## src/design/evr_settings.svh

```systemverilog
// comma and special event codes, alignment count, marker stretch lengths, monitor FIFO depth
`ifndef EVR_SETTINGS_SVH
`define EVR_SETTINGS_SVH

////////////////////////////////////////////////////////////
// link alignment

// K28.5 comma, low byte of the rx word
`define EVR_COMMA_CODE 8'hBC

// commas in a row before the link counts as aligned
`define EVR_COMMAS_NEEDED 60

////////////////////////////////////////////////////////////
// special event codes

`define EVR_HEARTBEAT_CODE 8'd122 // heartbeat from the event generator
`define EVR_PPS_CODE       8'd125 // pulse per second, steps the seconds

////////////////////////////////////////////////////////////
// markers and monitor

// heartbeat marker length, short so a simulation can see whole pulses
`define EVR_HB_STRETCH_CYCLES 24

`define EVR_PPS_STRETCH_CYCLES 6 // pps marker length

`define EVR_MON_DEPTH 8 // monitor FIFO entries

`endif

```

## src/design/evrPkg.sv

```systemverilog
// event code, timestamp and monitor entry types
package evrPkg;

    ////////////////////////////////////////////////////////////
    // link side

    // one decoded event code, 0 means no event
    typedef logic [7:0] evrCode_t;

    ////////////////////////////////////////////////////////////
    // time base

    // seconds in the upper word, ticks of evrClk in the lower
    typedef struct packed {
        logic [31:0] seconds; // counts pps codes
        logic [31:0] ticks;   // cleared on each pps
    } evrTimestamp_t;

    ////////////////////////////////////////////////////////////
    // monitor FIFO word

    // 72 bits, code in the low byte
    typedef struct packed {
        evrTimestamp_t timestamp; // time the code was seen
        evrCode_t      code;      // the recorded event code
    } monEntry_t;

endpackage

```

## src/design/evrLinkAlign.sv

```systemverilog
// comma counting, link alignment flag and good event code extraction
`timescale 1ns/1ns
`include "evr_settings.svh"

module evrLinkAlign (
    input  logic              evrClk,
    input  logic              rstN_i,
    input  logic [15:0]       rxData_i,       // decoded 8b/10b word
    input  logic [1:0]        rxIsK_i,        // K flag per byte
    input  logic [1:0]        rxNotInTable_i, // decode error per byte
    output logic              linkAligned_o,
    output evrPkg::evrCode_t  evrCode_o,
    output logic              evrCodeValid_o
);

    ////////////////////////////////////////////////////////////
    // comma counter

    // counts down through zero, top bit set means aligned
    localparam int COMMA_RELOAD = `EVR_COMMAS_NEEDED - 1;
    localparam int COMMA_CNT_W  = $clog2(COMMA_RELOAD + 1) + 1;

    logic [COMMA_CNT_W-1:0] commaCnt;
    logic                   rxError;   // word cannot be trusted
    logic                   rxComma;   // K28.5 in the low byte
    logic                   goodCode;  // event code worth passing on

    assign rxError = (rxNotInTable_i != 2'b00) || rxIsK_i[1];
    assign rxComma = rxIsK_i[0] && (rxData_i[7:0] == `EVR_COMMA_CODE);

    always_ff @(posedge evrClk or negedge rstN_i) begin
        if (!rstN_i) begin
            commaCnt <= COMMA_CNT_W'(COMMA_RELOAD);
        end else if (rxError) begin
            commaCnt <= COMMA_CNT_W'(COMMA_RELOAD); // start over
        end else if (!linkAligned_o && rxComma) begin
            commaCnt <= commaCnt - 1'b1;
        end
    end

    assign linkAligned_o = commaCnt[COMMA_CNT_W-1]; // holds once reached

    ////////////////////////////////////////////////////////////
    // event code register

    // nonzero data byte while aligned
    assign goodCode = linkAligned_o && (rxData_i[7:0] != 8'h00) && !rxIsK_i[0];

    always_ff @(posedge evrClk or negedge rstN_i) begin
        if (!rstN_i) begin
            evrCode_o      <= '0;
            evrCodeValid_o <= 1'b0;
        end else begin
            evrCode_o      <= goodCode ? rxData_i[7:0] : 8'h00;
            evrCodeValid_o <= goodCode;
        end
    end

    // a valid code is never zero and only comes from an aligned link
    assert property (@(posedge evrClk) disable iff (!rstN_i)
        evrCodeValid_o |-> (evrCode_o != 8'h00) && $past(linkAligned_o))
        else $error("event code valid without alignment or with zero code");

endmodule

```

## src/design/evrTimeBase.sv

```systemverilog
// local seconds and ticks counter stepped by the pps event code
`timescale 1ns/1ns
`include "evr_settings.svh"

module evrTimeBase (
    input  logic                  evrClk,
    input  logic                  rstN_i,
    input  evrPkg::evrCode_t      evrCode_i,
    input  logic                  evrCodeValid_i,
    output evrPkg::evrTimestamp_t timestamp_o
);

    logic [31:0] seconds; // pps count since reset
    logic [31:0] ticks;   // evrClk cycles since last pps
    logic        ppsSeen;

    // pps code valid this cycle
    assign ppsSeen = evrCodeValid_i && (evrCode_i == `EVR_PPS_CODE);

    ////////////////////////////////////////////////////////////
    // counters

    always_ff @(posedge evrClk or negedge rstN_i) begin
        if (!rstN_i) begin
            seconds <= '0;
            ticks   <= '0;
        end else if (ppsSeen) begin
            // new second visible in the cycle after the code
            seconds <= seconds + 32'd1;
            ticks   <= '0;
        end else begin
            ticks <= ticks + 32'd1; // free running, wraps
        end
    end

    // straight from the registers, no extra stage
    assign timestamp_o.seconds = seconds;
    assign timestamp_o.ticks   = ticks;

endmodule

```

## src/design/eventMonitorFifo.sv

```systemverilog
// event monitor code-select table and first-word-fall-through FIFO of timestamped codes
`timescale 1ns/1ns
`include "evr_settings.svh"

module eventMonitorFifo (
    input  logic                  evrClk,
    input  logic                  rstN_i,
    input  evrPkg::evrCode_t      evrCode_i,
    input  logic                  evrCodeValid_i,
    input  evrPkg::evrTimestamp_t timestamp_i,
    input  logic                  monSelWe_i,   // table write strobe
    input  evrPkg::evrCode_t      monSelCode_i, // table address
    input  logic                  monSelOn_i,   // record this code or not
    input  logic                  monReadEn_i,  // pop strobe
    output evrPkg::monEntry_t     monEntry_o,   // head entry
    output logic                  monEmpty_o,
    output logic                  monOverflow_o // sticky
);

    localparam int DEPTH = `EVR_MON_DEPTH;
    localparam int PTR_W = (DEPTH > 1) ? $clog2(DEPTH) : 1;
    localparam int CNT_W = $clog2(DEPTH + 1);

    logic [255:0]      selTable; // one bit per event code
    logic              writeReq; // staged entry is selected
    evrPkg::monEntry_t entryD;   // code and time, one stage late
    evrPkg::monEntry_t mem [DEPTH];
    logic [PTR_W-1:0]  wrPtr;
    logic [PTR_W-1:0]  rdPtr;
    logic [CNT_W-1:0]  fillCount;
    logic              full;
    logic              doWrite;
    logic              doRead;

    ////////////////////////////////////////////////////////////
    // select table and entry stage

    always_ff @(posedge evrClk or negedge rstN_i) begin
        if (!rstN_i) begin
            selTable <= '0; // nothing recorded
            writeReq <= 1'b0;
        end else begin
            if (monSelWe_i) selTable[monSelCode_i] <= monSelOn_i;
            writeReq <= evrCodeValid_i && selTable[evrCode_i];
        end
    end

    always_ff @(posedge evrClk) begin
        entryD.code      <= evrCode_i;
        entryD.timestamp <= timestamp_i; // time the code was at the output
    end

    ////////////////////////////////////////////////////////////
    // circular buffer

    assign full    = (fillCount == CNT_W'(DEPTH));
    assign doWrite = writeReq && !full;      // full drops the entry
    assign doRead  = monReadEn_i && !monEmpty_o;

    always_ff @(posedge evrClk) begin
        if (doWrite) mem[wrPtr] <= entryD;
    end

    always_ff @(posedge evrClk or negedge rstN_i) begin
        if (!rstN_i) begin
            wrPtr         <= '0;
            rdPtr         <= '0;
            fillCount     <= '0;
            monOverflow_o <= 1'b0;
        end else begin
            if (doWrite) wrPtr <= (wrPtr == PTR_W'(DEPTH - 1)) ? '0 : wrPtr + 1'b1;
            if (doRead) rdPtr <= (rdPtr == PTR_W'(DEPTH - 1)) ? '0 : rdPtr + 1'b1;
            if (doWrite && !doRead) fillCount <= fillCount + 1'b1;
            else if (doRead && !doWrite) fillCount <= fillCount - 1'b1;
            if (writeReq && full) monOverflow_o <= 1'b1; // lost an entry
        end
    end

    assign monEmpty_o = (fillCount == '0);
    assign monEntry_o = mem[rdPtr]; // head falls through

    assert property (@(posedge evrClk) disable iff (!rstN_i)
        fillCount <= CNT_W'(DEPTH))
        else $error("monitor fill count above depth");

    // pop on empty is dropped, but the reader is out of step
    assert property (@(posedge evrClk) disable iff (!rstN_i)
        monReadEn_i |-> !monEmpty_o)
        else $warning("monitor pop while empty");

endmodule

```

## src/design/evrMarkerStretch.sv

```systemverilog
// retriggerable pulse stretcher for one special event code
`timescale 1ns/1ns
`include "evr_settings.svh"

module evrMarkerStretch #(
    parameter evrPkg::evrCode_t MARK_CODE      = `EVR_HEARTBEAT_CODE,
    parameter int               STRETCH_CYCLES = `EVR_HB_STRETCH_CYCLES
) (
    input  logic             evrClk,
    input  logic             rstN_i,
    input  evrPkg::evrCode_t evrCode_i,
    input  logic             evrCodeValid_i,
    output logic             marker_o
);

    localparam int CNT_W = $clog2(STRETCH_CYCLES + 1);

    logic [CNT_W-1:0] stretchCnt; // cycles of marker left
    logic             hit;        // our code this cycle

    assign hit = evrCodeValid_i && (evrCode_i == MARK_CODE);

    always_ff @(posedge evrClk or negedge rstN_i) begin
        if (!rstN_i) begin
            stretchCnt <= '0;
        end else if (hit) begin
            stretchCnt <= CNT_W'(STRETCH_CYCLES); // restart on repeat
        end else if (stretchCnt != '0) begin
            stretchCnt <= stretchCnt - 1'b1;
        end
    end

    assign marker_o = (stretchCnt != '0);

endmodule

```

## src/design/evrTop.sv

```systemverilog
// receiver top level with link alignment, time base, event monitor and two markers
`timescale 1ns/1ns
`include "evr_settings.svh"

module evrTop (
    input  logic              evrClk,
    input  logic              rstN_i,
    input  logic [15:0]       rxData_i,
    input  logic [1:0]        rxIsK_i,
    input  logic [1:0]        rxNotInTable_i,
    input  logic              monSelWe_i,
    input  evrPkg::evrCode_t  monSelCode_i,
    input  logic              monSelOn_i,
    input  logic              monReadEn_i,
    output logic              linkAligned_o,
    output evrPkg::evrCode_t  evrCode_o,
    output logic              evrCodeValid_o,
    output evrPkg::monEntry_t monEntry_o,
    output logic              monEmpty_o,
    output logic              monOverflow_o,
    output logic              heartbeatMarker_o,
    output logic              ppsMarker_o
);

    evrPkg::evrTimestamp_t timestamp; // local time for the monitor

    ////////////////////////////////////////////////////////////
    // link and time

    evrLinkAlign linkAlign (
        .evrClk         (evrClk),
        .rstN_i         (rstN_i),
        .rxData_i       (rxData_i),
        .rxIsK_i        (rxIsK_i),
        .rxNotInTable_i (rxNotInTable_i),
        .linkAligned_o  (linkAligned_o),
        .evrCode_o      (evrCode_o),
        .evrCodeValid_o (evrCodeValid_o)
    );

    evrTimeBase timeBase (
        .evrClk         (evrClk),
        .rstN_i         (rstN_i),
        .evrCode_i      (evrCode_o),
        .evrCodeValid_i (evrCodeValid_o),
        .timestamp_o    (timestamp)
    );

    ////////////////////////////////////////////////////////////
    // monitor and markers

    eventMonitorFifo monitor (
        .evrClk         (evrClk),
        .rstN_i         (rstN_i),
        .evrCode_i      (evrCode_o),
        .evrCodeValid_i (evrCodeValid_o),
        .timestamp_i    (timestamp),
        .monSelWe_i     (monSelWe_i),
        .monSelCode_i   (monSelCode_i),
        .monSelOn_i     (monSelOn_i),
        .monReadEn_i    (monReadEn_i),
        .monEntry_o     (monEntry_o),
        .monEmpty_o     (monEmpty_o),
        .monOverflow_o  (monOverflow_o)
    );

    evrMarkerStretch #(
        .MARK_CODE      (`EVR_HEARTBEAT_CODE),
        .STRETCH_CYCLES (`EVR_HB_STRETCH_CYCLES)
    ) heartbeatStretch (
        .evrClk         (evrClk),
        .rstN_i         (rstN_i),
        .evrCode_i      (evrCode_o),
        .evrCodeValid_i (evrCodeValid_o),
        .marker_o       (heartbeatMarker_o)
    );

    evrMarkerStretch #(
        .MARK_CODE      (`EVR_PPS_CODE),
        .STRETCH_CYCLES (`EVR_PPS_STRETCH_CYCLES)
    ) ppsStretch (
        .evrClk         (evrClk),
        .rstN_i         (rstN_i),
        .evrCode_i      (evrCode_o),
        .evrCodeValid_i (evrCodeValid_o),
        .marker_o       (ppsMarker_o)
    );

endmodule

```

## config.mk

```make
export PLATFORM = sky130hd
export DESIGN_NAME = evrTop
export DESIGN_NICKNAME = d
export VERILOG_FILES = /design/src/design/evrPkg.sv /design/src/design/evrLinkAlign.sv /design/src/design/evrTimeBase.sv /design/src/design/eventMonitorFifo.sv /design/src/design/evrMarkerStretch.sv /design/src/design/evrTop.sv
export VERILOG_INCLUDE_DIRS = /design/src /design/src/design
export SDC_FILE = /design/constraint.sdc
export NUM_CORES = 1
export LEC_CHECK = 0
export BUFFER_PORTS_ARGS = -buffer_cell sky130_fd_sc_hd__buf_2
export CORE_MARGIN = 2
export CORE_UTILIZATION = 56
export CTS_CLUSTER_SIZE = 20
export DETAILED_ROUTE_END_ITERATION = 12
export PLACE_DENSITY = 0.76
export SLEW_MARGIN = 20
export SYNTH_ARGS = -nofsm -noshare
export SYNTH_HDL_FRONTEND = slang
export SYNTH_SLANG_ARGS = --single-unit
```

## constraint.sdc

```tcl
create_clock -name evrClk -period 8.3 [get_ports evrClk]
set_input_delay 1.66 -clock evrClk [delete_from_list [all_inputs] [get_ports evrClk]]
set_output_delay 1.66 -clock evrClk [all_outputs]
set_load 0.005 [all_outputs]
```

# Yosys cells after proc, flatten, opt, wreduce, memory -nomap -nowiden
# Memories as Yosys holds them, arrays and structs flattened.
# Index checks and enable logic that the tools add are counted.
# op_classes
addsub,9
order_cmp,3
n_eq_ne,6
mux,19
reduce_logical,29
# ops
operator,n
256-bit bitwise mux,1
"32-bit by 1-bit adder with 32-bit output, second input constant",2
32-bit 2-to-1 mux,1
"8-bit by 9-bit < comparator with 1-bit output, second input constant",2
"8-bit by 7-bit == test with 1-bit output, second input constant",2
7-bit 2-to-1 mux,2
1-bit logical AND,13
3-bit 2-to-1 mux,4
5-bit 2-to-1 mux,2
2-bit nonzero test,5
1-bit binary-select mux with 8-bit select,1
1-bit demux with 8-bit select,1
"8-bit == test, second input constant",1
"8-bit by 1-bit greater-or-equal comparator with 1-bit output, second input constant",1
4-bit 2-to-1 mux,2
8-bit 2-to-1 mux,1
8-bit nonzero test,1
"7-bit by 1-bit subtractor with 7-bit output, second input constant",1
"3-bit by 1-bit adder with 3-bit output, second input constant",2
"3-bit == test, second input constant",2
1-bit zero test,6
5-bit nonzero test,1
"5-bit by 1-bit subtractor with 5-bit output, second input constant",1
"4-bit by 1-bit adder with 4-bit output, second input constant",1
other kinds (7),10
# word_totals
register_bits,428
mem_bits_rw,576
inputBits,33
output_inout_bits,86
mem_count,1
# memory_table
memory,depth,width,read_ports,rd_clocked_by_memory_dff,wr,line_no,source
monitor.mem,8,72,1,0,1,eventMonitorFifo.sv:27,evrPkg::monEntry_t mem [DEPTH];

# Logic depth before layout (Yosys ltp)
# Gate-level depths: netlist of run 1.
# depth
word_depth,7
mapped_depth,12
mapped_depth_nobuf,12

# Modules after synthesis
# Synthesis of run 1 repeated with hierarchy kept, for this count alone.
# hier_totals
cells_unflattened,2521
hier_area_um2,41164.5
# modules_own_cells
mod,instances,cells_per_inst,area_per_inst_um2,seq_area_each_um2
eventMonitorFifo,1,2079,36675.2,25444.4
evrTimeBase,1,328,3268.1,1601.5
evrLinkAlign,1,67,750.7,406.6
evrMarkerStretch at heartbeatStretch,1,27,281.5,125.1
evrMarkerStretch at ppsStretch,1,20,188.9,75.1

# Least setup slack after synthesis of run 1
# Ideal clock, no wire load.
# synth_path
path_kind,register to register
from,reg monitor.fillCount[0]
to,"mem monitor.mem[0][0] (netlist bit), enable pin"
setup_ps,679
t_arrival_ps,7554
t_required_ps,7621
setup_slack_ps,67
path_stages_with_launch,5
path_buffers,0
synth_period_minus_slack_ps,8233
cell_sequence,dfrtp_1 > nor3_1 > nand2_1 > nand2_1 > nor4_1
# synth_via
elab_chain_len,5
# synth_lines
item,line_no,source
start: declaration,eventMonitorFifo.sv:30,logic [CNT_W-1:0] fillCount;
start signal: assignment,eventMonitorFifo.sv:73,if (doWrite && !doRead) fillCount <= fillCount + 1'b1;
start signal: assignment,eventMonitorFifo.sv:74,else if (doRead && !doWrite) fillCount <= fillCount - 1'b1;
4-bit == test,eventMonitorFifo.sv:56,assign full = (fillCount == CNT_W'(DEPTH));
1-bit zero test,eventMonitorFifo.sv:57,assign doWrite = writeReq && !full;
1-bit logical AND,eventMonitorFifo.sv:57,
1-bit 2-to-1 mux,eventMonitorFifo.sv:61,if (doWrite) mem[wrPtr] <= entryD;
1-bit 2-to-1 mux (implied by the code),eventMonitorFifo.sv:61,
end: declaration,eventMonitorFifo.sv:27,
# No other way between the ends.

==> results of run 1 <==
==> cells in the final DEF (no fill, tap or decap), drive strengths merged, types with 7 or more instances in the layout <==
master	synthesis	final
nand3	27	27
nor2	111	111
a21oi	8	8
nor4	8	8
xor2	34	34
nor2b	9	9
xnor2	35	35
mux2	337	337
and2	14	14
dfxtp	72	72
nor3	22	22
dfrtp	351	351
edfxtp	576	576
buf	44	152
bufinv	0	12
o221ai	7	7
nand4	16	16
mux2i	36	36
nand2b	9	9
clkbuf	106	135
nand2	298	298
ha	13	13
mux4	189	189
clkinv	1	31
o21ai	9	9
and3	30	30
inv	17	20
==> power breakdown <==
group | switching, µW | internal [µW]
registers | 142 | 5310
clock network | 1910 | 2750
logic | 519 | 442
==> state kept, by name, summed over array words and instances, names as in the netlist, 4 cells and up <==
signal,flops
monitor.selTable,256
timeBase.ticks,32
monitor.mem,576
monitor.entryD,72
heartbeatStretch.stretchCnt,5
monitor.fillCount,4
timeBase.seconds,32
linkAlign.commaCnt,7
linkAlign.evrCode_o,8
==> per-layer routing <==
metal / track usage [%] / vias to the layer above / share of wire, %
li1: - / 9408 / -
met1: 31.2 / 11400 / 41
met2: 40.7 / 629 / 52
met3: 3.09 / 145 / 5.0
met4: 7.09 / 0 / 2.3
met5: 0 / - / 0
==> through the flow <==
stage	cell area [µm²]	utilization, %	total power [µW]	setup slack, ps
after global placement	42200	58.8	6510	4160
after detailed placement	42200	58.9	6540	4150
final	45800	63.8	11100	3500
after CTS	45700	63.7	11200	3420
after floorplan	40700	-	6260	67.1
after global routing	45800	63.8	11400	3300
==> cell families (layout without fill, tap and decap cells) <==
family	Yosys count	in the layout	synth area share [%]
flops	1004	1004	67.9
simple gates	572	572	6.35
mux	562	562	20.7
buf+inv	168	356	1.86
xor+xnor	69	69	1.48
compound gates	68	68	1.24
fa+ha+maj	14	14	0.449
other cells	0	1	0
==> synth_stat cells (5+ instances only) <==
library cell | instances | area share [%]
mux2_1 | 156 | 4.3
buf_2 | 14 | 0.17
buf_6 | 7 | 0.19
dfrtp_1 | 351 | 22
nor4_1 | 5 | 0.077
a211oi_1 | 5 | 0.092
dfxtp_1 | 72 | 3.5
nor2b_1 | 9 | 0.14
nand2b_1 | 9 | 0.14
o22ai_1 | 6 | 0.092
a21oi_1 | 8 | 0.098
or3_1 | 6 | 0.092
nor3_1 | 19 | 0.23
ha_1 | 13 | 0.40
nand3_1 | 26 | 0.32
dfstp_2 | 5 | 0.32
and3_1 | 30 | 0.46
nand2_1 | 298 | 2.7
a22oi_1 | 5 | 0.092
and2_1 | 14 | 0.22
nor2_1 | 111 | 1.0
buf_1 | 18 | 0.17
o221ai_1 | 7 | 0.15
xor2_1 | 34 | 0.73
xnor2_1 | 35 | 0.75
mux2_2 | 181 | 5.0
inv_1 | 16 | 0.15
nand4_1 | 15 | 0.23
o21ai_0 | 8 | 0.098
mux2i_1 | 36 | 0.89
edfxtp_1 | 576 | 42
mux4_2 | 185 | 10
clkbuf_1 | 103 | 0.95
==> cell type report <==
type | count | area [µm²] | share of cell area [%]
antenna | 1 | 2.50 | 0.00547
clock buffer | 135 | 2790 | 6.09
clock inverter | 51 | 702 | 1.53
inverter | 18 | 67.6 | 0.148
multi-input combinational | 1285 | 12400 | 27.0
sequential | 1004 | 27700 | 60.5
tap | 950 | 1190 | 2.60
timing repair buffer | 152 | 976 | 2.13
==> worst max-delay path by stage <==
stage / to / slack [ps] / cells after the start
6_report: monEntry_o[36] / 3500 / 4
5_1_grt: monEntry_o[36] / 3300 / 4
4_1_cts: monEntry_o[37] / 3420 / 4
3_5_place_dp: monEntry_o[37] / 4150 / 4
3_3_place_gp: monEntry_o[9] / 4160 / 4
2_1_floorplan: monitor.mem[0][0]$_DFFE_PP_ / 70 / 4
==> flow_summary.toml, run 1 <==
[route]
ant_nets = 0
drt_first_iter_violations = 1675
wl_per_cell_um = 23.9
viasPerCell = 6.01
drc = 0
routed_wl_mm = 85.8
firstDrtPassIters = 6
via_count = 21600

[sta]
grt_setup_unrepaired = "false"
relSlewSlack_pct = 35.2
max_freq_mhz = 208
fin_hold_ws_ps = 401
final_max_slew_viol_count = 0
finClkSkew_ps = 34.5
fin_tns_setup_ps = 0
hold_violations = 0
setup_viol = 0
fin_crit_ps = 4800
fin_crit_sh_pct = 57.8
worst_pin_slew_ps = 972

[worst_setup_path]
cp-end-kind = "primary output"
slowest_stage = "buf_4"
cp.required_ps = 6640
crit_path_max_fanout = 47
start_kind = "flop"
r2r_slack_ps = 4870
crit_start = "monitor.rdPtr[0]$_DFFE_PN0P_"
rr_startpoint = "linkAlign.evrCode_o[1]$_DFF_PN0_"
crit_buf_inv = 2
critical_path_class = "reg -> out"
cpPeakStageDelay_ps = 750
path_cells = "buf_4, mux4_2, mux2_2, buf_2"
cp.arrival_ps = 3140
r2r-end = "monitor.writeReq$_DFF_PN0_"
critPathTopFamily = "multiplexers"
reg2reg_depth = 6

[synthesis]
syn_inst = 2457
syn_nets = 2504
syn_area_per_cell_um2 = 16.6
synth-main-ff-cell = "edfxtp_1"
postSynth.asyncResetShare_pct = 35.5
ys_warn_count = 0
synth-edff-count = 576
seq_area_frac_synth_pct = 67.9
ys_types = 80
syn_area_um2 = 40700
synth_seq_cells = 1004

[floorplanning]
die_y_um = 274
die_w_um = 274
pin_count = 119
die-area_um2 = 74900
coreArea_um2 = 71700
fp-row-count = 98
start_util_pct = 56.8

[placed_design]
hpwl_mm = 48.5
io_buffers = 110
placed_cells = 3408
place_congestion = 0.775

[global_routing]
grt_max_degree = 146
overflow = 0
track_usage_pct = 23.5
first_global_vias = 22700
grt_first_pass_wirelength_mm = 134
antenna_found_initial = 1

[cts]
root_buffer = "clkbuf_16"
cts.repair.resized = 0
clock_latency_ps = 660
cts_tree = "yes"
cts_htree_levels = 3
clk_path_buf_depth = 3
post_cts_buffers = 0
clock_sinks = 1004
path_clk_slew_ps = 60
cts_made_buffers = 98
hold_buffers = 0

[worst_hold_path]
worstHoldStart = "timeBase.ticks[28]$_DFF_PN0_"
min_to = "monitor.entryD[36]$_DFF_P_"
hold_path_class = "reg -> reg"
hold_depth = 0

[outcome]
status = "finished clean"

[pwr]
vdd_ir_drop_max_mv = 0.273
power.density_nw_per_um2 = 242
p_leak_uw = 0.0190

[finish]
area_growth_pct = 12.4
layout-drive-gt1-share_pct = 26.8
fill_cells = 4794
fin_cells = 3596
final_net_count = 2606

[run]
max_cap_viol_count = 0
(Power assumes the default switching activity.)
==> run 2: changes to the inputs <==
==> constraint.sdc (replaced) <==
create_clock -name evrClk -period 3.98 [get_ports evrClk]
set_input_delay 0.796 -clock evrClk [delete_from_list [all_inputs] [get_ports evrClk]]
set_output_delay 0.796 -clock evrClk [all_outputs]
set_load 0.005 [all_outputs]
==> run 2 against run 1 <==
  * Power increased by 110%
  * Sequential share of layout area is 0.37 points lower
  * Die area stayed put
  * Global-route usage up 0.58 points
  * Critical path depth is the same
  * Setup slack lost 3300 ps
  * Via count up 0.78%
  * Flip-flop and latch count stayed put
  * Register-to-register slack lost 4000 ps
  * Clock power rose by 100%
  * Largest cell class unchanged
  * Largest power group unchanged
==> flow_summary.toml, run 2 (same netlist as run 1, synthesis figures left out) <==
[floorplanning]
fp-row-count = 98
pin_count = 119
die-area_um2 = 74900
die_w_um = 274
coreArea_um2 = 71700
start_util_pct = 56.8
die_y_um = 274

[cts]
root_buffer = "clkbuf_16"
cts_htree_levels = 3
cts_made_buffers = 98
clock_latency_ps = 660
clk_path_buf_depth = 3
cts_tree = "yes"
post_cts_buffers = 0
hold_buffers = 0
path_clk_slew_ps = 60
cts.repair.resized = 0
clock_sinks = 1004

[finish]
mostFrequentLayoutCells = "576 x edfxtp_1, 346 x dfrtp_1, 298 x nand2_1"
final_net_count = 2630
regMostFlops = "monitor.mem"
fin_util_pct = 64.2
reg.largest.list = "monitor.mem (576), monitor.selTable (256), monitor.entryD (72)"
final_common_cell = "edfxtp_1"
largest_register_ffs = 576
area_growth_pct = 13.1
layout-drive-gt1-share_pct = 27.3

[worst_setup_path]
cp.depth = 4
cpPeakStageDelay_ps = 750
cp-end-kind = "primary output"
crit_path_max_fanout = 54
start_kind = "flop"
cp.required_ps = 3180
critical_path_class = "reg -> out"
slowest_stage = "dfrtp_4"
crit_buf_inv = 2
cp.arrival_ps = 3000
critPathTopFamily = "multiplexers"
reg2reg_depth = 7
path_cells = "buf_12, mux4_2, mux2_2, buf_2"

[global_routing]
overflow = 0
grt_max_degree = 101
first_global_vias = 23200
antenna_found_initial = 7
grt_first_pass_wirelength_mm = 137
track_usage_pct = 24.1

[sta]
fin_tns_setup_ps = 0
setup_ws_ps = 181
relSlewSlack_pct = 28.5
fin_crit_ps = 3800
max_freq_mhz = 263
fin_hold_ws_ps = 147
worst_pin_slew_ps = 1070
setup_viol = 0
final_max_slew_viol_count = 0
fin_crit_sh_pct = 95.4
grt_setup_unrepaired = "false"
hold_violations = 0
finClkSkew_ps = 40.7

[pwr]
p_leak_uw = 0.0191
p_total_uw = 23000
vdd_ir_drop_max_mv = 0.644
power.density_nw_per_um2 = 500

[route]
viasPerCell = 6.01
routed_wl_mm = 87.9
drt_first_iter_violations = 2122
drc = 0
wl_per_cell_um = 24.3
ant_nets = 0
via_count = 21800
firstDrtPassIters = 5

[worst_hold_path]
hold_path_class = "in -> async"

[outcome]
status = "finished clean"

[placed_design]
place_congestion = 0.800
dpl_worst_slack_ps = 873
io_buffers = 110
hpwl_mm = 49.4

[run]
max_cap_viol_count = 0
## run 2: worst register-to-register path: cells and delay by family (launching register included)
kind,cells,cell delay [ps]
buffers and inverters,2,840
muxes,1,220
DFF,1,710
AOI/OAI and AO/OA,4,1200
## run 2: path summary, 6_finish.rpt
| check | start | slack (ps) | to |
|---|---|---|---|
| setup / recovery | monitor.rdPtr[0]$_DFFE_PN0P_ | 180 | monEntry_o[5] |
| min in group evrClk | rxData_i[7] | 380 | linkAlign.evrCode_o[7]$_DFF_PN0_ |
| hold / removal | rstN_i | 150 | monitor.fillCount[0]$_DFFE_PN0P_ |
| hold reg to reg | timeBase.ticks[31]$_DFF_PN0_ | 400 | monitor.entryD[39]$_DFF_P_ |
| setup reg to reg | linkAlign.evrCode_o[0]$_DFF_PN0_ | 900 | monitor.writeReq$_DFF_PN0_ |
| max in group asynchronous | rstN_i | 2880 | linkAlign.commaCnt[4]$_DFFE_PN1P_ |
## run 2: layout make-up
type	count	area, µm²
timing repair buffer	176	1300
tap	950	1190
clock inverter	41	487
fill	4753	25700
clock buffer	144	2930
antenna	3	7.51
inverter	18	67.6
multi-input combinational	1285	12400
sequential	1004	27700
## run 2: report_power, final
part / switching, µW / total, µW / internal, µW
Clock: 3940 / 9550 / 5610
Combinational: 1010 / 2020 / 1000
Sequential: 392 / 11500 / 11100
Total: 5340 / 23000 / 17700
## run 2: per-layer routing
| layer | global-route usage (%) | share of wire (%) | wire, µm | up-vias |
|---|---|---|---|---|
| li1 | - | - | - | 9477 |
| met2 | 40.7 | 51 | 44400 | 730 |
| met4 | 9.48 | 3.4 | 2990 | 4 |
| met5 | 0 | 0.026 | 23 | - |
| met3 | 3.39 | 5.8 | 5060 | 192 |
| met1 | 31.8 | 40 | 35400 | 11400 |
## run 2: per-stage QoR
stage	std cells	area [µm²]
CTS	3618	46000
finish	3621	46000
global route	3620	46000
floorplan	2457	40700
global placement	3433	42600
detailed placement	3433	42600
==> run 3: changes to the inputs <==
--- a/config.mk
+++ b/config.mk
@@ -7,12 +7,15 @@
 export NUM_CORES = 1
 export LEC_CHECK = 0
 export BUFFER_PORTS_ARGS = -buffer_cell sky130_fd_sc_hd__buf_2
+export CELL_PAD_IN_SITES_DETAIL_PLACEMENT = 1
+export CELL_PAD_IN_SITES_GLOBAL_PLACEMENT = 2
 export CORE_MARGIN = 2
-export CORE_UTILIZATION = 56
+export CORE_UTILIZATION = 42
 export CTS_CLUSTER_SIZE = 20
 export DETAILED_ROUTE_END_ITERATION = 12
-export PLACE_DENSITY = 0.76
-export SLEW_MARGIN = 20
+export PLACE_DENSITY_LB_ADDON = 0.1
+export SETUP_SLACK_MARGIN = 0.4
+export SLEW_MARGIN = 5
 export SYNTH_ARGS = -nofsm -noshare
 export SYNTH_HDL_FRONTEND = slang
 export SYNTH_SLANG_ARGS = --single-unit
==> run 3 against run 2 <==
  * Clock power is 6% higher
  * Critical endpoint is now monEntry_o[0]
  * Sequential power hardly changed
  * Flip-flop and latch count stayed put
==> flow_summary.toml, run 3 (same netlist as run 1, synthesis figures left out) <==
[floorplanning]
fp-row-count = 114
die-area_um2 = 99400
pin_count = 119
start_util_pct = 42.2
coreArea_um2 = 96400
die_y_um = 315
die_w_um = 315

[worst_setup_path]
cp.required_ps = 3180
slowest_stage = "dfrtp_4"
cp-end-kind = "primary output"
cp.arrival_ps = 2660
r2r-end = "monitor.writeReq$_DFF_PN0_"
start_kind = "flop"
rr_startpoint = "linkAlign.evrCode_o[0]$_DFF_PN0_"
reg2reg_depth = 7
cpPeakStageDelay_ps = 720
r2r_slack_ps = 920
path_cells = "buf_12, mux4_2, mux2_2, buf_2"
crit_path_max_fanout = 60
critical_path_class = "reg -> out"

[route]
routed_wl_mm = 98.1
firstDrtPassIters = 5
viasPerCell = 5.38
dr.max_layer_used = "met4"
wl_per_cell_um = 24.6
drc = 0
drt_first_iter_violations = 1275
wl_met2_mm = 51.4
dr_wl_met3_mm = 3.02
drt-met1-wl_mm = 41.4
via_count = 21500
ant_nets = 0

[cts]
root_buffer = "clkbuf_16"
cts_htree_levels = 3
cts.repair.resized = 0
clk_path_buf_depth = 3
path_clk_slew_ps = 60
cts_made_buffers = 105
clock_latency_ps = 680
hold_buffers = 0
post_cts_buffers = 4
clock_sinks = 1004
cts_tree = "yes"

[sta]
finClkSkew_ps = 22.2
fin_hold_ws_ps = 169
grt_setup_unrepaired = "false"
worst_pin_slew_ps = 951
fin_crit_ps = 3460
final_max_slew_viol_count = 0
fin_crit_sh_pct = 86.9
relSlewSlack_pct = 36.6
setup_viol = 0
fin_tns_setup_ps = 0
hold_violations = 0
max_freq_mhz = 289

[finish]
final_net_count = 2673
layout-drive-gt1-share_pct = 28.7
final_common_cell = "edfxtp_1"
finalInstanceArea_um2 = 46900
fin_cells = 3996
largest_register_ffs = 576
fill_cells = 9206
reg.largest.list = "monitor.mem (576), monitor.selTable (256), monitor.entryD (72)"
fin_util_pct = 48.7
regMostFlops = "monitor.mem"
area_growth_pct = 15.3
mostFrequentLayoutCells = "576 x edfxtp_1, 346 x dfrtp_1, 298 x nand2_1"

[placed_design]
hpwl_mm = 59.4
io_buffers = 110
place_area_um2 = 43200
placed_cells = 3791
place_congestion = 0.755

[pwr]
vdd_ir_drop_max_mv = 0.298
p_leak_uw = 0.0194
power.density_nw_per_um2 = 507

[global_routing]
first_global_vias = 24300
antenna_found_initial = 2
overflow = 0
grt_max_degree = 124
grt_first_pass_wirelength_mm = 151
track_usage_pct = 20.2

[outcome]
status = "finished clean"

[run]
max_cap_viol_count = 0

[worst_hold_path]
hold_path_class = "in -> async"
==> run 3: cell types whose count changed in the layout (fill, tap and decap cells not counted), sizes merged <==
cell | previous run | this run
clkinv | 29 | 37
buf | 176 | 212
bufinv | 7 | 12
clkbuf | 144 | 139
diode | 3 | 1
clkinvlp | 3 | 10
==> run 3: critical path, delay by kind of cell (launching register included) <==
kind | cells | cell delay (ps)
multiplexers | 2 | 680
buffers and inverters | 2 | 550
flip-flops | 1 | 720
==> run 3: area by class of cell <==
| type | instances | area (µm²) | share of cell area (%) |
|---|---|---|---|
| antenna | 1 | 2.50 | 0.00533 |
| clock buffer | 139 | 2950 | 6.28 |
| clock inverter | 61 | 669 | 1.43 |
| inverter | 18 | 67.6 | 0.144 |
| multi-input combinational | 1285 | 12400 | 26.4 |
| sequential | 1004 | 27700 | 59.0 |
| tap | 1276 | 1600 | 3.40 |
| timing repair buffer | 212 | 1590 | 3.38 |
==> run 3: worst max path at each step <==
stage               slack (ps)                              from  cells after the start                          end
global route               410      monitor.rdPtr[1]$_DFFE_PN0P_                      4                monEntry_o[0]
detailed placement         910  linkAlign.evrCode_o[0]$_DFF_PN0_                      7   monitor.writeReq$_DFF_PN0_
global placement           890  linkAlign.evrCode_o[0]$_DFF_PN0_                      7   monitor.writeReq$_DFF_PN0_
floorplan                 -620  monitor.fillCount[0]$_DFFE_PN0P_                      6  monitor.mem[7][0]$_DFFE_PP_
CTS                        440      monitor.rdPtr[1]$_DFFE_PN0P_                      4               monEntry_o[64]
finish                     520      monitor.rdPtr[1]$_DFFE_PN0P_                      4                monEntry_o[0]
==> run 3: stage by stage <==
stage | total power [µW] | setup WS, ps
finish | 23800 | 520
CTS | 24200 | 435
floorplan | 13100 | -620
global placement | 13800 | 887
detailed placement | 13900 | 911
global route | 24700 | 412
==> run 3: per-layer routing <==
metal,global-route usage [%],up-vias
li1,-,9561
met1,25.5,11500
met2,36.3,307
met3,2.82,137
met4,6.01,0
met5,0,-
==> run 3: report_power, final <==
| group | switching [µW] | internal [µW] | leakage (µW) |
|---|---|---|---|
| combinational | 1190 | 1080 | 0.00566 |
| sequential | 297 | 11100 | 0.0120 |
| clock | 4130 | 6000 | 0.00175 |
